$ cat src/include/mem_stage_params.svh
`ifndef MEM_STAGE_PARAMS_SVH
`define MEM_STAGE_PARAMS_SVH

// width of one RAM word and of the pipeline data path
`define MEM_NB_DATA 32

// RAM depth in words
`define MEM_N_ELEMENTS 128

// word index into the RAM taken from byte address bits [8:2]
`define MEM_WORD_ADDR_W 7

// destination register index
`define MEM_REG_ADDR_W 5

`endif
$ cat src/design/mem_stage_pkg.sv
`default_nettype none

`include "mem_stage_params.svh"

package mem_stage_pkg;

    // memory operation carried by each entry
    typedef enum logic [3:0] {
        op_none = 4'd0,
        op_lb   = 4'd1,
        op_lh   = 4'd2,
        op_lw   = 4'd3,
        op_lbu  = 4'd4,
        op_lhu  = 4'd5,
        op_sb   = 4'd6,
        op_sh   = 4'd7,
        op_sw   = 4'd8
    } mem_op_e;

    // entry handed over by execute
    typedef struct packed {
        logic                       valid;
        mem_op_e                    op;
        // alu result used as byte address
        logic [`MEM_NB_DATA-1:0]    addr;
        logic [`MEM_NB_DATA-1:0]    store_data;
        logic [`MEM_REG_ADDR_W-1:0] rd;
    } ex_mem_t;

    // entry handed to writeback
    typedef struct packed {
        logic                       valid;
        logic [`MEM_REG_ADDR_W-1:0] rd;
        logic [`MEM_NB_DATA-1:0]    result;
        // misaligned access seen
        logic                       fault;
    } mem_wb_t;

endpackage

`default_nettype wire

$ cat src/design/load_extend.sv
`default_nettype none

`include "mem_stage_params.svh"

module load_extend (
    input  mem_stage_pkg::ex_mem_t  entry_i,
    input  logic [`MEM_NB_DATA-1:0] rdata_i,
    input  logic                    misalign_i,
    output mem_stage_pkg::mem_wb_t  wb_o
);

    import mem_stage_pkg::*;

    logic [1:0]              lane;
    logic [7:0]              byte_sel;
    logic [15:0]             half_sel;
    logic [`MEM_NB_DATA-1:0] result;

    assign lane = entry_i.addr[1:0];

    // addressed byte and half out of the read word
    always_comb begin
        case (lane)
            2'd0:    byte_sel = rdata_i[7:0];
            2'd1:    byte_sel = rdata_i[15:8];
            2'd2:    byte_sel = rdata_i[23:16];
            default: byte_sel = rdata_i[31:24];
        endcase
        half_sel = lane[1] ? rdata_i[31:16] : rdata_i[15:0];
    end

    always_comb begin
        case (entry_i.op)
            op_lb:   result = {{24{byte_sel[7]}}, byte_sel};
            op_lh:   result = {{16{half_sel[15]}}, half_sel};
            op_lw:   result = rdata_i;
            op_lbu:  result = {24'd0, byte_sel};
            op_lhu:  result = {16'd0, half_sel};
            // alu result goes on when there is no memory op
            op_none: result = entry_i.addr;
            // stores give nothing back
            default: result = '0;
        endcase
        // misaligned access returns zero
        if (misalign_i) begin
            result = '0;
        end
    end

    assign wb_o = '{valid: entry_i.valid, rd: entry_i.rd, result: result,
                    fault: entry_i.valid & misalign_i};

endmodule

`default_nettype wire

$ cat config.mk
export PLATFORM = sky130hd
export DESIGN_NAME = load_extend
export DESIGN_NICKNAME = d
export VERILOG_FILES = /design/src/design/mem_stage_pkg.sv /design/src/design/load_extend.sv
export VERILOG_INCLUDE_DIRS = /design/src /design/src/include
export SDC_FILE = /design/constraint.sdc
export NUM_CORES = 1
export LEC_CHECK = 0
export BUFFER_PORTS_ARGS = -buffer_cell sky130_fd_sc_hd__buf_2
export CAP_MARGIN = 20
export CORE_UTILIZATION = 36
export DETAILED_ROUTE_END_ITERATION = 6
export GPL_ROUTABILITY_DRIVEN = 0
export PLACE_DENSITY = 0.95
export SYNTH_ARGS = -nofsm -noshare
export SYNTH_HDL_FRONTEND = slang
export SYNTH_SLANG_ARGS = --single-unit
$ cat constraint.sdc
create_clock -name vclk -period 2.83
set_input_delay 0.283 -clock vclk [all_inputs]
set_output_delay 0.283 -clock vclk [all_outputs]
set_load 0.02 [all_outputs]
After elaboration in Yosys (flattened, before gate mapping):

Index checks and enable logic that the tools add are counted.

* bits in read-only memories: 0
* bits in writable memories: 0
* bits in latches: 0
* flip-flop bits (word level): 0
* memories kept: 0
* logic and storage cells: 14

* divide/modulo/power cells: 0
* order comparisons: 0
* reduce and logical (&&, ||, !) cells: 2
* shift-type cells: 0
* muxes and demuxes: 4
* bitwise gates (word level): 1
* add/sub/neg operators: 0
* multiply operators: 0
* equality and inequality tests: 7

Operators by type and width (number)
* one-hot mux 32 bit (6 select lines): 1
* 2-to-1 mux 32 bit: 1
* one-hot mux 8 bit (3 select lines): 1
* 2-to-1 mux 16 bit: 1
* equality test 4 x 2 -> 1 bit, second input constant: 2
* equality test 4 x 3 -> 1 bit, second input constant: 2
* equality test 4 x 1 -> 1 bit, second input constant: 1
* logical NOT 4 bit: 1
* equality test 2 x 1 -> 1 bit, second input constant: 1
* equality test 2 bit, second input constant: 1
* logical NOT 2 bit: 1
* bitwise AND 1 bit: 1

Depth between registers and ports, before layout:

* word-level depth: 4
* mapped depth: 7

Least setup slack after synthesis:

Ideal clock, no wire load.

* path kind: input-to-output
* start: in entry_i[71] (netlist bit)
* end: out wb_o[2] (netlist bit)
* path buffers: 2
* data arrival time: 1.585 ns
* required time: 2.547 ns
* path slack: 0.962 ns
* stages on the path: 6
* cells stage by stage: buf_4 -> nor4b_1 -> a31o_2 -> buf_2 -> nand3_1 -> a31oi_1

RTL lines
* start: declaration: RTL line load_extend.sv:6 `input mem_stage_pkg::ex_mem_t entry_i,`
* end: declaration: RTL line load_extend.sv:9 `output mem_stage_pkg::mem_wb_t wb_o`

==> impl_metrics.env <==
export IMPL_required_ns=2.55
export IMPL_yosysTopAreaCell="mux4_2"
export IMPL_first_iter_violations=182
export IMPL_antenna_cells=0
export IMPL_final_cell_mix="104 x buf_2, 30 x a21oi_1, 17 x a22oi_1"
export IMPL_sequential_cell_total=0
export IMPL_die_h_microns=58.3
export IMPL_syn_to_final_growth_pct=42.7
export IMPL_post_place_ws_ns=0.591
export IMPL_dr_pass1_iters=5
export IMPL_busiest_layer="met2"
export IMPL_end_kind="output port"
export IMPL_synth_distinct_cells=33
export IMPL_portBuffers=104
export IMPL_initial_utilization_pct=37.7
export IMPL_slowest_stage="mux4_2"
export IMPL_rows=20
export IMPL_power_density_mw_per_mm2=131
export IMPL_fillCellCount=298
export IMPL_critPathBufInv=2
export IMPL_hold_path_class="in -> out"
export IMPL_power_leakage_nw=0.743
export IMPL_nClkBuffers=0
export IMPL_stdcell_count=276
export IMPL_gr_total_overflow=0
export IMPL_status="completed"
export IMPL_fin_util_pct=53.8
export IMPL_routed_wl_mm=4.24
export IMPL_syn_area_sq_mm=0.00114
export IMPL_synth_top_area_share_pct=15.8
export IMPL_synth_top_cells_by_area="mux4_2 16%, mux2_2 14%, a21oi_1 13%"
export IMPL_relSlewSlack_pct=32.5
export IMPL_use_met1_pct=28.9
export IMPL_num_vias=1658
export IMPL_ant_nets=0
export IMPL_regArea_sq_um=0
export IMPL_num_nets_final=341
export IMPL_slew_viol_final=0
export IMPL_yosysSeqAreaShare_pct=0
export IMPL_syn_instance_count=145
export IMPL_grt_pass1_vias=1412
export IMPL_layout_min_cycle_time_ns=2.26
export IMPL_vias_per_cell=6.01
export IMPL_cts_resized=0
export IMPL_cp_common_cell="buf_2"
export IMPL_cp_slowest_stage_delay_ns=0.60
export IMPL_finalSetupTns_ns=0
export IMPL_grt_pass1_wl_mm=6.33
export IMPL_fp_dieW_microns=58.3
export IMPL_cts_hold_buffers_added=0
export IMPL_design_core_area_sq_mm=0.00303
export IMPL_route_detailed_drc=0
export IMPL_max_cap_violations=0
export IMPL_avgSynthCellArea_sq_um=7.87
export IMPL_layout_drive_gt1_share_pct=59.5
export IMPL_worstSetupStartpointType="input port"
export IMPL_mappedNetlistNets=252
export IMPL_fmax_mhz=442
export IMPL_tightest_slew_ns=1.01
export IMPL_crit_path_cell_trace="buf_2, mux4_2, o2bb2ai_2, nand2_2, a21oi_1, buf_2"
export IMPL_wl_per_cell_microns=15.4
export IMPL_setup_slack_ns=0.567
export IMPL_cp_max_fo=16
export IMPL_setup_violations=0
export IMPL_synth_warnings=0
export IMPL_layout_commonest_cell="buf_2"
export IMPL_cp_arrival_ns=1.98
export IMPL_dpl_hpwl_mm=3.21
export IMPL_antenna_found_initial=0
export IMPL_io_pins=146
export IMPL_dp_cells=276
export IMPL_crit_type="in -> out"
export IMPL_dieArea_sq_mm=0.00340
export IMPL_finalCritPeriodShare_pct=80.0
export IMPL_grt_start_max_net_pins=33
export IMPL_use_met3_pct=2.42
export IMPL_rsz0062_at_grt="no"
export IMPL_final_hold_violation_count=0
export IMPL_peakVddDrop_v=0.0000533
export IMPL_cts_setup_buffers=0
export IMPL_met2_usage_pct=44.0
export IMPL_grt_usage_pct=23.4
export IMPL_cp_top_family="multiplexers"
-- layout make-up --
class	count	area, sq um	share of cell area (%)
inverters	2	7.51	0.461
repair buffers	111	573	35.2
well taps	44	55.1	3.38
multi-input cells	119	992	61.0
-- where the power goes --
group	switching, mW	internal (mW)
clock	0	0
combinational	0.108	0.104
sequential	0	0
total	0.108	0.104
-- metrics by stage --
| stage | power [mW] | hold WS, ns | instance area, sq um |
|---|---|---|---|
| 5_1_grt | 0.229 | 0.566 | 1630 |
| 3_3_place_gp | 0.207 | 0.566 | 1630 |
| 3_5_place_dp | 0.211 | 0.566 | 1630 |
| 4_1_cts | 0.212 | 0.566 | 1630 |
| 6_report | 0.213 | 0.566 | 1630 |
| 2_1_floorplan | 0.138 | 0.679 | 1140 |
-- path summary, 6_finish.rpt --
check  cells after the start   startpoint  endpoint  slack, ns
max                        6  entry_i[38]  wb_o[32]       0.57
min                        0   entry_i[4]  wb_o[37]       0.57
-- synthesized netlist by cell type (2+ instances only) --
cell type,number
a21oi_1,30
nand2_1,7
nor3b_1,2
a22oi_1,17
nor4_1,2
buf_4,9
mux4_2,8
nand2b_1,2
nor3_1,2
buf_2,7
nand3_1,2
clkbuf_1,6
nor2b_1,2
and3_1,3
a222oi_1,13
buf_6,2
inv_1,2
mux2_2,14
-- per-layer routing --
layer,wire length (microns),part of all wire [%],vias to the layer above
met5,0,0,-
met4,7,0.17,0
li1,-,-,776
met1,1740,41,776
met2,2140,50,102
met3,355,8.4,4
-- logic make-up (layout without fill, tap and decap cells) --
kind of cell | after synthesis | in the layout | synth area share [%]
AOI/OAI and AO/OA | 67 | 67 | 41.2
muxes | 23 | 23 | 30.5
buffers and inverters | 26 | 113 | 13.6
and+or+nand+nor | 28 | 28 | 13.9
xor gates and xnor gates | 1 | 1 | 0.768
(Power assumes the default switching activity.)
