==> config.mk <==
export PLATFORM = sky130hd
export DESIGN_NAME = store_align
export DESIGN_NICKNAME = d
export VERILOG_FILES = /design/src/design/mem_stage_pkg.sv /design/src/design/store_align.sv
export VERILOG_INCLUDE_DIRS = /design/src /design/src/include
export SDC_FILE = /design/constraint.sdc
export NUM_CORES = 1
export LEC_CHECK = 0
export BUFFER_PORTS_ARGS = -buffer_cell sky130_fd_sc_hd__buf_2
export CAP_MARGIN = 20
export CELL_PAD_IN_SITES_DETAIL_PLACEMENT = 2
export CELL_PAD_IN_SITES_GLOBAL_PLACEMENT = 2
export CORE_MARGIN = 10
export CORE_UTILIZATION = 20
export DETAILED_ROUTE_END_ITERATION = 16
export GPL_ROUTABILITY_DRIVEN = 0
export MAX_ROUTING_LAYER = met4
export PLACE_DENSITY_LB_ADDON = 0.1
export REMOVE_ABC_BUFFERS = 1
export SETUP_SLACK_MARGIN = 0.1
export SLEW_MARGIN = 25
export SYNTH_ARGS = -nofsm -noshare
export SYNTH_HDL_FRONTEND = slang
export SYNTH_SLANG_ARGS = --single-unit
==> constraint.sdc <==
create_clock -name vclk -period 2.1
set_clock_uncertainty 0.05 [all_clocks]
set_input_delay 0.315 -clock vclk [all_inputs]
set_output_delay 0.315 -clock vclk [all_outputs]
set_load 0.005 [all_outputs]
==> src/include/mem_stage_params.svh <==
`ifndef MEM_STAGE_PARAMS_SVH
`define MEM_STAGE_PARAMS_SVH

// width of one RAM word and of the pipeline data path
`define MEM_NB_DATA 32

// RAM depth in words
`define MEM_N_ELEMENTS 128

// word index into the RAM taken from byte address bits [8:2]
`define MEM_WORD_ADDR_W 7

// destination register index
`define MEM_REG_ADDR_W 5

`endif
==> src/design/mem_stage_pkg.sv <==
`default_nettype none

`include "mem_stage_params.svh"

package mem_stage_pkg;

    // memory operation carried by each entry
    typedef enum logic [3:0] {
        op_none = 4'd0,
        op_lb   = 4'd1,
        op_lh   = 4'd2,
        op_lw   = 4'd3,
        op_lbu  = 4'd4,
        op_lhu  = 4'd5,
        op_sb   = 4'd6,
        op_sh   = 4'd7,
        op_sw   = 4'd8
    } mem_op_e;

    // entry handed over by execute
    typedef struct packed {
        logic                       valid;
        mem_op_e                    op;
        // alu result used as byte address
        logic [`MEM_NB_DATA-1:0]    addr;
        logic [`MEM_NB_DATA-1:0]    store_data;
        logic [`MEM_REG_ADDR_W-1:0] rd;
    } ex_mem_t;

    // entry handed to writeback
    typedef struct packed {
        logic                       valid;
        logic [`MEM_REG_ADDR_W-1:0] rd;
        logic [`MEM_NB_DATA-1:0]    result;
        // misaligned access seen
        logic                       fault;
    } mem_wb_t;

endpackage

`default_nettype wire

==> src/design/store_align.sv <==
`default_nettype none

`include "mem_stage_params.svh"

module store_align (
    input  mem_stage_pkg::mem_op_e  op_i,
    input  logic [1:0]              addr_lo_i,
    input  logic [`MEM_NB_DATA-1:0] data_i,
    output logic [`MEM_NB_DATA-1:0] wdata_o,
    output logic [3:0]              byte_en_o,
    output logic                    misalign_o
);

    import mem_stage_pkg::*;

    // access size decoded from op
    logic size_byte;
    logic size_half;
    logic size_word;

    assign size_byte = (op_i == op_lb) || (op_i == op_lbu) || (op_i == op_sb);
    assign size_half = (op_i == op_lh) || (op_i == op_lhu) || (op_i == op_sh);
    assign size_word = (op_i == op_lw) || (op_i == op_sw);

    always_comb begin
        wdata_o    = data_i;
        byte_en_o  = 4'b0000;
        misalign_o = 1'b0;
        if (size_byte) begin
            // byte copied into all four lanes
            wdata_o   = {4{data_i[7:0]}};
            byte_en_o = 4'b0001 << addr_lo_i;
        end else if (size_half) begin
            // low half copied into both halves
            wdata_o    = {2{data_i[15:0]}};
            byte_en_o  = addr_lo_i[1] ? 4'b1100 : 4'b0011;
            // odd address
            misalign_o = addr_lo_i[0];
        end else if (size_word) begin
            byte_en_o  = 4'b1111;
            // word must sit on a 4-byte boundary
            misalign_o = (addr_lo_i != 2'b00);
        end
    end

endmodule

`default_nettype wire

# Word-level counts from Yosys, hierarchy flattened
# Index checks and enable logic that the tools add are counted.
# op_classes
n_eq_ne	8
n_shift	1
n_mux	9
reduce_logical	6
# op_table
operator	count
32-bit two-way mux	2
4-bit by 3-bit equality test with 1-bit output (second input constant)	4
4-bit two-way mux	4
4-bit by 2-bit equality test with 1-bit output (second input constant)	2
1-bit logical OR	5
4-bit by 1-bit equality test with 1-bit output (second input constant)	1
4-bit equality test (second input constant)	1
1-bit by 2-bit left shift with 4-bit output (first input constant)	1
1-bit two-way mux	3
2-bit nonzero test	1
# totals
regBits	0
inputBits	38
out_inout_bits	37
word_cells	24

# Depth between registers and ports, before layout
# Gate-level depths: netlist of the first run.
# logic_depth
word_depth	5
depth_mapped	5
mapped_depth_nobuf	3

# Worst setup path after synthesis of the first run
# OpenSTA, ideal clock, no wires.
# synth_timing
path_type	input-to-output
from	in op_i[1]
to	out wdata_o[10]
t_arrival_ns	1.323
t_required_ns	1.735
setup_slack_ns	0.412
path_stages	5
n_path_buf	2
cell_sequence	buf_4 -> nor4b_4 -> or2_1 -> buf_6 -> mux2_4
# synth_between
elab_chain_len	4
elab_cells_between_ends	6
classes_between	eq/ne: 3; mux: 1; reduce/logical: 2
# synth_lines
item	line	text
from (decl)	store_align.sv:6	input mem_stage_pkg::mem_op_e op_i,
4-bit by 1-bit equality test with 1-bit output / 4-bit by 3-bit equality test with 1-bit output (equally long branches)	store_align.sv:21	assign size_byte = (op_i == op_lb) || (op_i == op_lbu) || (op_i == op_sb);
1-bit logical OR	store_align.sv:21	
1-bit logical OR *	store_align.sv:21	
32-bit two-way mux *	store_align.sv:29	if (size_byte) begin
to (decl)	store_align.sv:9	output logic [`MEM_NB_DATA-1:0] wdata_o,
# Mark *: on every way between the ends. The rest lies on a longest branch, timed or not.

# Worst setup path in the final report of the first run
# layout_timing
from	in op_i[2]
to	out wdata_o[13]
# Same word-level chain as after synthesis.

==> flow_metrics.tcl, run 1 <==
set metrics [dict create \
    required_ns 1.74 \
    critical_path.top_delay_family "simple AND/OR/NAND/NOR gates" \
    fmax_mhz 521 \
    postCtsHoldBufs 0 \
    grt_overflow_total 0 \
    die_h_um 88.1 \
    critPathKind "input port to output port" \
    dp_hpwl_um 3890 \
    fin_area_um2 1320 \
    wire_per_inst_um 19.8 \
    grt_max_degree 15 \
    ios 75 \
    worstPathMaxFanout 10 \
    cp_cell_sequence "buf_2 > nor4b_4 > or2_4 > buf_12 > mux2_4 > buf_2" \
    whs_ns 0.798 \
    finalHoldViolations 0 \
    crit_slowest_cell "nor4b_4" \
    drive_gt1_share_pct 64.3 \
    final_cell_count_no_fill 234 \
    synth_common_cells "inv_1, buf_4, nor2_1, nor3_1" \
    synth.most_common_cell "inv_1" \
    yosysTopAreaCell "mux2_4" \
    drc 0 \
    via_count 1182 \
    postSynthCellCount 117 \
    cp-end-kind "output port" \
    initial_core_util_pct 21.0 \
    multi_input_area_um2 739 \
    pre_cts_ws_ns -0.00306 \
    layout_min_cycle_time_ns 1.92 \
    n_clock_buffer 0 \
    antenna_found_initial 0 \
    drt_iter0_drc 20 \
    fill_cells 552 \
    core_area_um2 4410 \
    fin_util_pct 30.0 \
    critPathLaunch "op_i[2]" \
    layout_setup_ws_ns 0.180 \
    timing.critical_path.from_type "input port" \
    yosysWarnings 0 \
    drt_pass1_iterations 6 \
    cpPeakStageDelay_ns 0.31 \
    yosys.area.top_type_share_pct 11.3 \
    rsz0062_at_grt "no" \
    tightest_slew_ns 0.403 \
    core.rowCount 24 \
    grt_pass1_wl_um 7300 \
    die_w_um 88.1 \
    cts_setup_buffers 0 \
    synth_area_per_cell_um2 7.92 \
    yosys-top-cells-area "mux2_4, o221a_2, mux2_2" \
    cp_num_buf_inv 3 \
    hold_class "input port to output port" \
    slew_headroom_pct 73.0 \
    slew_violations 0 \
    ys_types 35 \
    ys_seq_area_share_pct 0 \
    crit_path_frequent_cell "buf_2" \
    wl_um 4640 \
    nFlopsAndLatches 0 \
    setup_viol 0 \
    drv_cap 0 \
    ir_drop_mv 0.0521 \
    vias_per_cell 5.05 \
    portBuffers 75 \
    arrival_ns 1.56 \
    finalCritPeriodShare_pct 91.4 \
    grtUsageTotal_pct 11.7 \
    grt_pass1_vias 1345 \
    min_from "data_i[7]" \
    layout.nets 222 \
    status "completed" \
    register_area_um2 0 \
    placed_area_um2 1310 \
    num_antenna_cells 0 \
    p_total_uw 319 \
    ant_nets 0 \
    synth_area_um2 927 \
    powerDensity_nw_per_um2 242 \
    leakagePower_nw 0.661 \
    setup_tns_ns 0 \
    dp_cells 234 \
    area_growth_pct 42.6 \
    die_area_um2 7760 \
]
## cell families (layout without fill, tap and decap cells)
kind of cell	Yosys count	in the layout	synth area share, %
AO/OA/AOI/OAI	34	34	32.5
XOR/XNOR	1	1	0.945
adder cells (fa/ha/maj)	2	2	2.16
buffers and inverters	32	97	20.9
multiplexers	16	16	22.3
AND/OR/NAND/NOR	32	32	21.2
## where the power goes
part           total (mW)  leakage [nW]  switching [mW]  internal [mW]
clock                   0             0               0              0
sequential              0             0               0              0
combinational       0.319         0.661           0.152          0.167
## timing repair
| item | 4_1_cts | 5_1_grt |
|---|---|---|
| gates cloned | 0 | 0 |
| resized for setup | 2 | 3 |
| endpoints found under the setup margin | 15 | 16 |
| endpoints found under the hold margin | 0 | 0 |
## final timing paths
path	cells after the start	endpoint	slack (ns)
worst max-delay path	6	wdata_o[13]	0.18
worst min-delay path	2	wdata_o[7]	0.80
## cell type report
cell class	count	area share [%]
inverter	11	3.12
tap	52	4.92
timing repair buffer	86	36.0
multi-input combinational	85	55.9
## cell usage in the layout, fill, tap and decap left out, drive strengths merged, types with 2 or more instances in the layout
cell type and n:
a221oi 8, inv 11, o221a 8, nand2b 2, a21o 2, o41ai 2
buf 86, and2 2, o211ai 2, a22oi 8, maj3 2, or2 2
nor2b 2, mux2 16, nor2 10, nor3 9
## layer usage
layer	part of all wire [%]	track usage, %	vias up
li1	-	-	569
met1	43	13.8	570
met2	51	21.6	41
met3	5.2	1.21	2
met4	0.69	0.571	0
met5	0	-	-
(Power assumes the default switching activity.)
==> inputs of run 2 (changes only) <==
==> constraint.sdc (replaced) <==
create_clock -name vclk -period 1.8
set_clock_uncertainty 0.05 [all_clocks]
set_input_delay 0.27 -clock vclk [all_inputs]
set_output_delay 0.27 -clock vclk [all_outputs]
set_load 0.005 [all_outputs]
==> run 2 against run 1 <==
Count of clock-buffer cells in the layout is the same. Global-route usage is 0.38 points higher. Critical endpoint is now wdata_o[10]. Non-clock buffer count is 18 higher. Highest routed layer unchanged. First-iteration DRC count is 20% lower. Critical path depth did not move.
==> flow_metrics.tcl, run 2 (same netlist as run 1, synthesis figures left out) <==
set metrics [dict create \
    arrival_ns 1.43 \
    min_from "data_i[7]" \
    grt_overflow_total 0 \
    drt_iter0_drc 16 \
    powerDensity_nw_per_um2 289 \
    num_antenna_cells 0 \
    die_area_um2 7760 \
    grtUsageTotal_pct 12.1 \
    finalHoldViolations 0 \
    drc 0 \
    drt_pass1_iterations 2 \
    die_w_um 88.1 \
    grt_max_degree 11 \
    status "completed" \
    dp_cells 249 \
    critPathLaunch "op_i[0]" \
    leakagePower_nw 0.847 \
    fin_area_um2 1720 \
    worstPathMaxFanout 10 \
    slew_violations 0 \
    fill_cells 520 \
    core.rowCount 24 \
    register_area_um2 0 \
    multi_input_area_um2 873 \
    via_count 1244 \
    drive_gt1_share_pct 72.0 \
    ios 75 \
    grt_pass1_vias 1453 \
    required_ns 1.48 \
    antenna_found_initial 0 \
    layout_min_cycle_time_ns 1.75 \
    area_growth_pct 85.7 \
    ir_drop_mv 0.103 \
    layout_commonest_cell "buf_2" \
    rsz0062_at_grt "yes" \
    timing.critical_path.from_type "input port" \
    final_cell_count_no_fill 252 \
    hold_class "input port to output port" \
    core_area_um2 4410 \
    wl_um 4960 \
    initial_core_util_pct 21.0 \
    portBuffers 75 \
    cp-end-kind "output port" \
    fmax_mhz 572 \
    slew_headroom_pct 77.5 \
    critPathKind "input port to output port" \
    layout.nets 240 \
    drv_cap 0 \
    nFlopsAndLatches 0 \
    finalCritPeriodShare_pct 97.1 \
    vias_per_cell 4.94 \
    wire_per_inst_um 19.7 \
    die_h_um 88.1 \
    tightest_slew_ns 0.338 \
    most-common-layout-cells "buf_2, buf_4, buf_6" \
    ant_nets 0 \
    placed_area_um2 1420 \
    setup_viol 0 \
    n_clock_buffer 0 \
    grt_pass1_wl_um 7580 \
    dp_hpwl_um 4130 \
]
run 2: cell count changes in the layout (fill, tap and decap cells not counted), sizes merged:
| cell | change |
|---|---|
| buf | +18 |
run 2: path summary, 6_finish.rpt:
path     endpoint  slack (ns)  cells after the start
max   wdata_o[10]        0.05                      6
min    wdata_o[7]        0.73                      2
run 2: cell type report:
| cell class | count | share of cell area (%) |
|---|---|---|
| Multi-Input combinational cell | 85 | 50.7 |
| Inverter | 11 | 2.40 |
| Timing Repair Buffer | 104 | 43.1 |
| Tap cell | 52 | 3.78 |
run 2: power by group:
group	switching, mW	internal, mW	total (mW)
clock network	0	0	0
logic	0.211	0.287	0.498
registers	0	0	0
total	0.211	0.287	0.498
run 2: routing by layer:
layer | track usage [%] | vias up | part of all wire, %
li1 | - | 606 | -
met1 | 13.0 | 595 | 40
met2 | 23.7 | 41 | 53
met3 | 1.95 | 2 | 6.2
met4 | 0 | 0 | 0.50
met5 | - | - | 0
run 2: timing repair:
| item | in CTS | in global routing |
|---|---|---|
| endpoints found under the setup margin | 28 | 26 |
| pin swaps | 3 | 7 |
| hold buffers | 0 | 0 |
| resized for setup | 25 | 27 |
| setup buffers | 2 | 1 |
run 2: stage by stage:
| step | hold WS, ns | util (%) | setup TNS (ns) | power, mW | setup slack (ns) |
|---|---|---|---|---|---|
| 2_1_floorplan | 0.490 | - | 0 | 0.160 | 0.248 |
| 3_3_place_gp | 0.708 | 32.2 | -1.79 | 0.389 | -0.205 |
| 3_5_place_dp | 0.710 | 32.2 | -2.26 | 0.401 | -0.193 |
| 4_1_cts | 0.713 | 35.1 | 0 | 0.444 | 0.0358 |
| 5_1_grt | 0.738 | 39.0 | 0 | 0.542 | 0.00400 |
| 6_report | 0.726 | 39.0 | 0 | 0.498 | 0.0528 |
run 2: critical path, stage by stage:
cell     delay (ns)
buf_6          0.13
nor3b_2        0.28
or2_4          0.20
buf_6          0.13
mux2_4         0.31
buf_6          0.12
==> inputs of run 3 (changes only) <==
--- a/config.mk
+++ b/config.mk
@@ -10,10 +10,9 @@
 export CAP_MARGIN = 20
 export CELL_PAD_IN_SITES_DETAIL_PLACEMENT = 2
 export CELL_PAD_IN_SITES_GLOBAL_PLACEMENT = 2
-export CORE_MARGIN = 10
+export CORE_MARGIN = 5
 export CORE_UTILIZATION = 20
 export DETAILED_ROUTE_END_ITERATION = 16
-export GPL_ROUTABILITY_DRIVEN = 0
 export MAX_ROUTING_LAYER = met4
 export PLACE_DENSITY_LB_ADDON = 0.1
 export REMOVE_ABC_BUFFERS = 1
==> constraint.sdc (replaced) <==
create_clock -name vclk -period 1.8
set_clock_uncertainty 0.05 [all_clocks]
set_input_delay 0.18 -clock vclk [all_inputs]
set_output_delay 0.18 -clock vclk [all_outputs]
set_load 0.005 [all_outputs]
==> run 3 against run 2 <==
Cell area is 21% lower. Power is 25% lower. Worst hold slack worse by 0.19 ns. Setup slack better by 0.11 ns. Largest cell class unchanged. Maximum frequency is 6.5% higher. Combinational power is 25% lower. Critical path depth stayed put. Via count is 3.7% lower. Critical endpoint unchanged. First-iteration DRC count is 110% higher.
==> flow_metrics.tcl, run 3 (same netlist as run 1, synthesis figures left out) <==
set metrics [dict create \
    status "completed" \
    cpPeakStageDelay_ns 0.30 \
    grt_pass1_wl_um 6830 \
    ios 75 \
    grtUsageTotal_pct 13.2 \
    hold_class "input port to output port" \
    layout_commonest_cell "buf_2" \
    drt_pass1_iterations 3 \
    placed_area_um2 1320 \
    die_area_um2 6100 \
    gp_congestion 0.712 \
    critPathLaunch "op_i[2]" \
    fmax_mhz 610 \
    worstHoldEndpoint "wdata_o[7]" \
    drive_gt1_share_pct 64.1 \
    min_from "data_i[7]" \
    drv_cap 0 \
    grt_max_degree 17 \
    cp-end-kind "output port" \
    fill_cells 544 \
    num_antenna_cells 0 \
    die_w_um 78.1 \
    via_count 1198 \
    core.rowCount 24 \
    leakagePower_nw 0.681 \
    rsz0062_at_grt "no" \
    layout.nets 224 \
    wire_per_inst_um 17.6 \
    die_h_um 78.1 \
    timing.critical_path.from_type "input port" \
    nFlopsAndLatches 0 \
    tightest_slew_ns 0.392 \
    core_area_um2 4410 \
    setup_viol 0 \
    arrival_ns 1.41 \
    most-common-layout-cells "buf_2, inv_1, buf_4" \
    cp_cell_sequence "clkbuf_4 > nor4b_4 > or2_4 > buf_12 > mux2_4 > buf_2" \
    fin_area_um2 1360 \
    wl_um 4140 \
    initial_core_util_pct 21.0 \
    min_delay_path_depth 2 \
    antenna_found_initial 0 \
    finalCritPeriodShare_pct 91.1 \
    register_area_um2 0 \
    vias_per_cell 5.08 \
    n_clock_buffer 0 \
    grt_pass1_vias 1332 \
    ant_nets 0 \
    layout_min_cycle_time_ns 1.64 \
    crit_slowest_cell "nor4b_4" \
    required_ns 1.57 \
    slew_headroom_pct 73.9 \
    finalHoldViolations 0 \
    drt_iter0_drc 33 \
    postCtsHoldBufs 0 \
    p_total_uw 373 \
    worstPathMaxFanout 7 \
    powerDensity_nw_per_um2 275 \
    critPathKind "input port to output port" \
    portBuffers 75 \
    slew_violations 0 \
    setup_tns_ns 0 \
    area_growth_pct 46.2 \
    ir_drop_mv 0.0687 \
    drc 0 \
    dp_hpwl_um 3510 \
    whs_ns 0.533 \
    grt_overflow_total 0 \
    multi_input_area_um2 754 \
]
[run 3: changes by cell type in the layout (fill, tap and decap cells not counted), sizes merged]
cell    previous run  this run
buf              104        86
clkbuf             0         2
[run 3: area by class of cell]
class / instances / area share, %
tap: 52 / 4.80
multi-input combinational: 85 / 55.7
timing repair buffer: 88 / 36.5
inverter: 11 / 3.05
[run 3: worst max-delay path, delay by kind of cell]
| kind | cells | cell delay [ns] |
|---|---|---|
| buffers and inverters | 3 | 0.43 |
| multiplexers | 1 | 0.29 |
| AND/OR/NAND/NOR | 2 | 0.50 |
[run 3: layer usage]
metal / part of all wire, % / up-vias / track usage [%] / routed length, um
met2: 50 / 43 / 24.2 / 2090
met5: 0 / - / - / 0
met3: 5.6 / 2 / 1.03 / 231
li1: - / 574 / - / -
met1: 44 / 579 / 16.5 / 1810
met4: 0.51 / 0 / 0.676 / 21
[run 3: worst max-delay path by stage]
stage | to | slack [ns] | cells after the start
6_report | wdata_o[10] | 0.16 | 6
3_3_place_gp | wdata_o[30] | -0.04 | 5
3_5_place_dp | wdata_o[30] | 0.02 | 5
4_1_cts | wdata_o[10] | 0.12 | 6
5_1_grt | wdata_o[27] | 0.11 | 5
2_1_floorplan | wdata_o[10] | 0.43 | 3
[run 3: power breakdown]
group	switching [mW]	internal, mW	total, mW
combinational	0.174	0.199	0.373
sequential	0	0	0
clock	0	0	0
[run 3: metrics by stage]
stage | utilization [%] | worst slack [ns] | std cells
global route | 30.7 | 0.108 | 236
finish | 30.7 | 0.160 | 236
floorplan | - | 0.428 | 96
detailed placement | 29.8 | 0.0185 | 235
CTS | 30.0 | 0.115 | 235
global placement | 29.8 | -0.0400 | 235
[run 3: what timing repair did]
item	in CTS	in global routing
buffers inserted	0	1
pin swaps	1	1
hold endpoints to repair	0	0
setup endpoints to repair	14	14
gates resized for setup	2	5
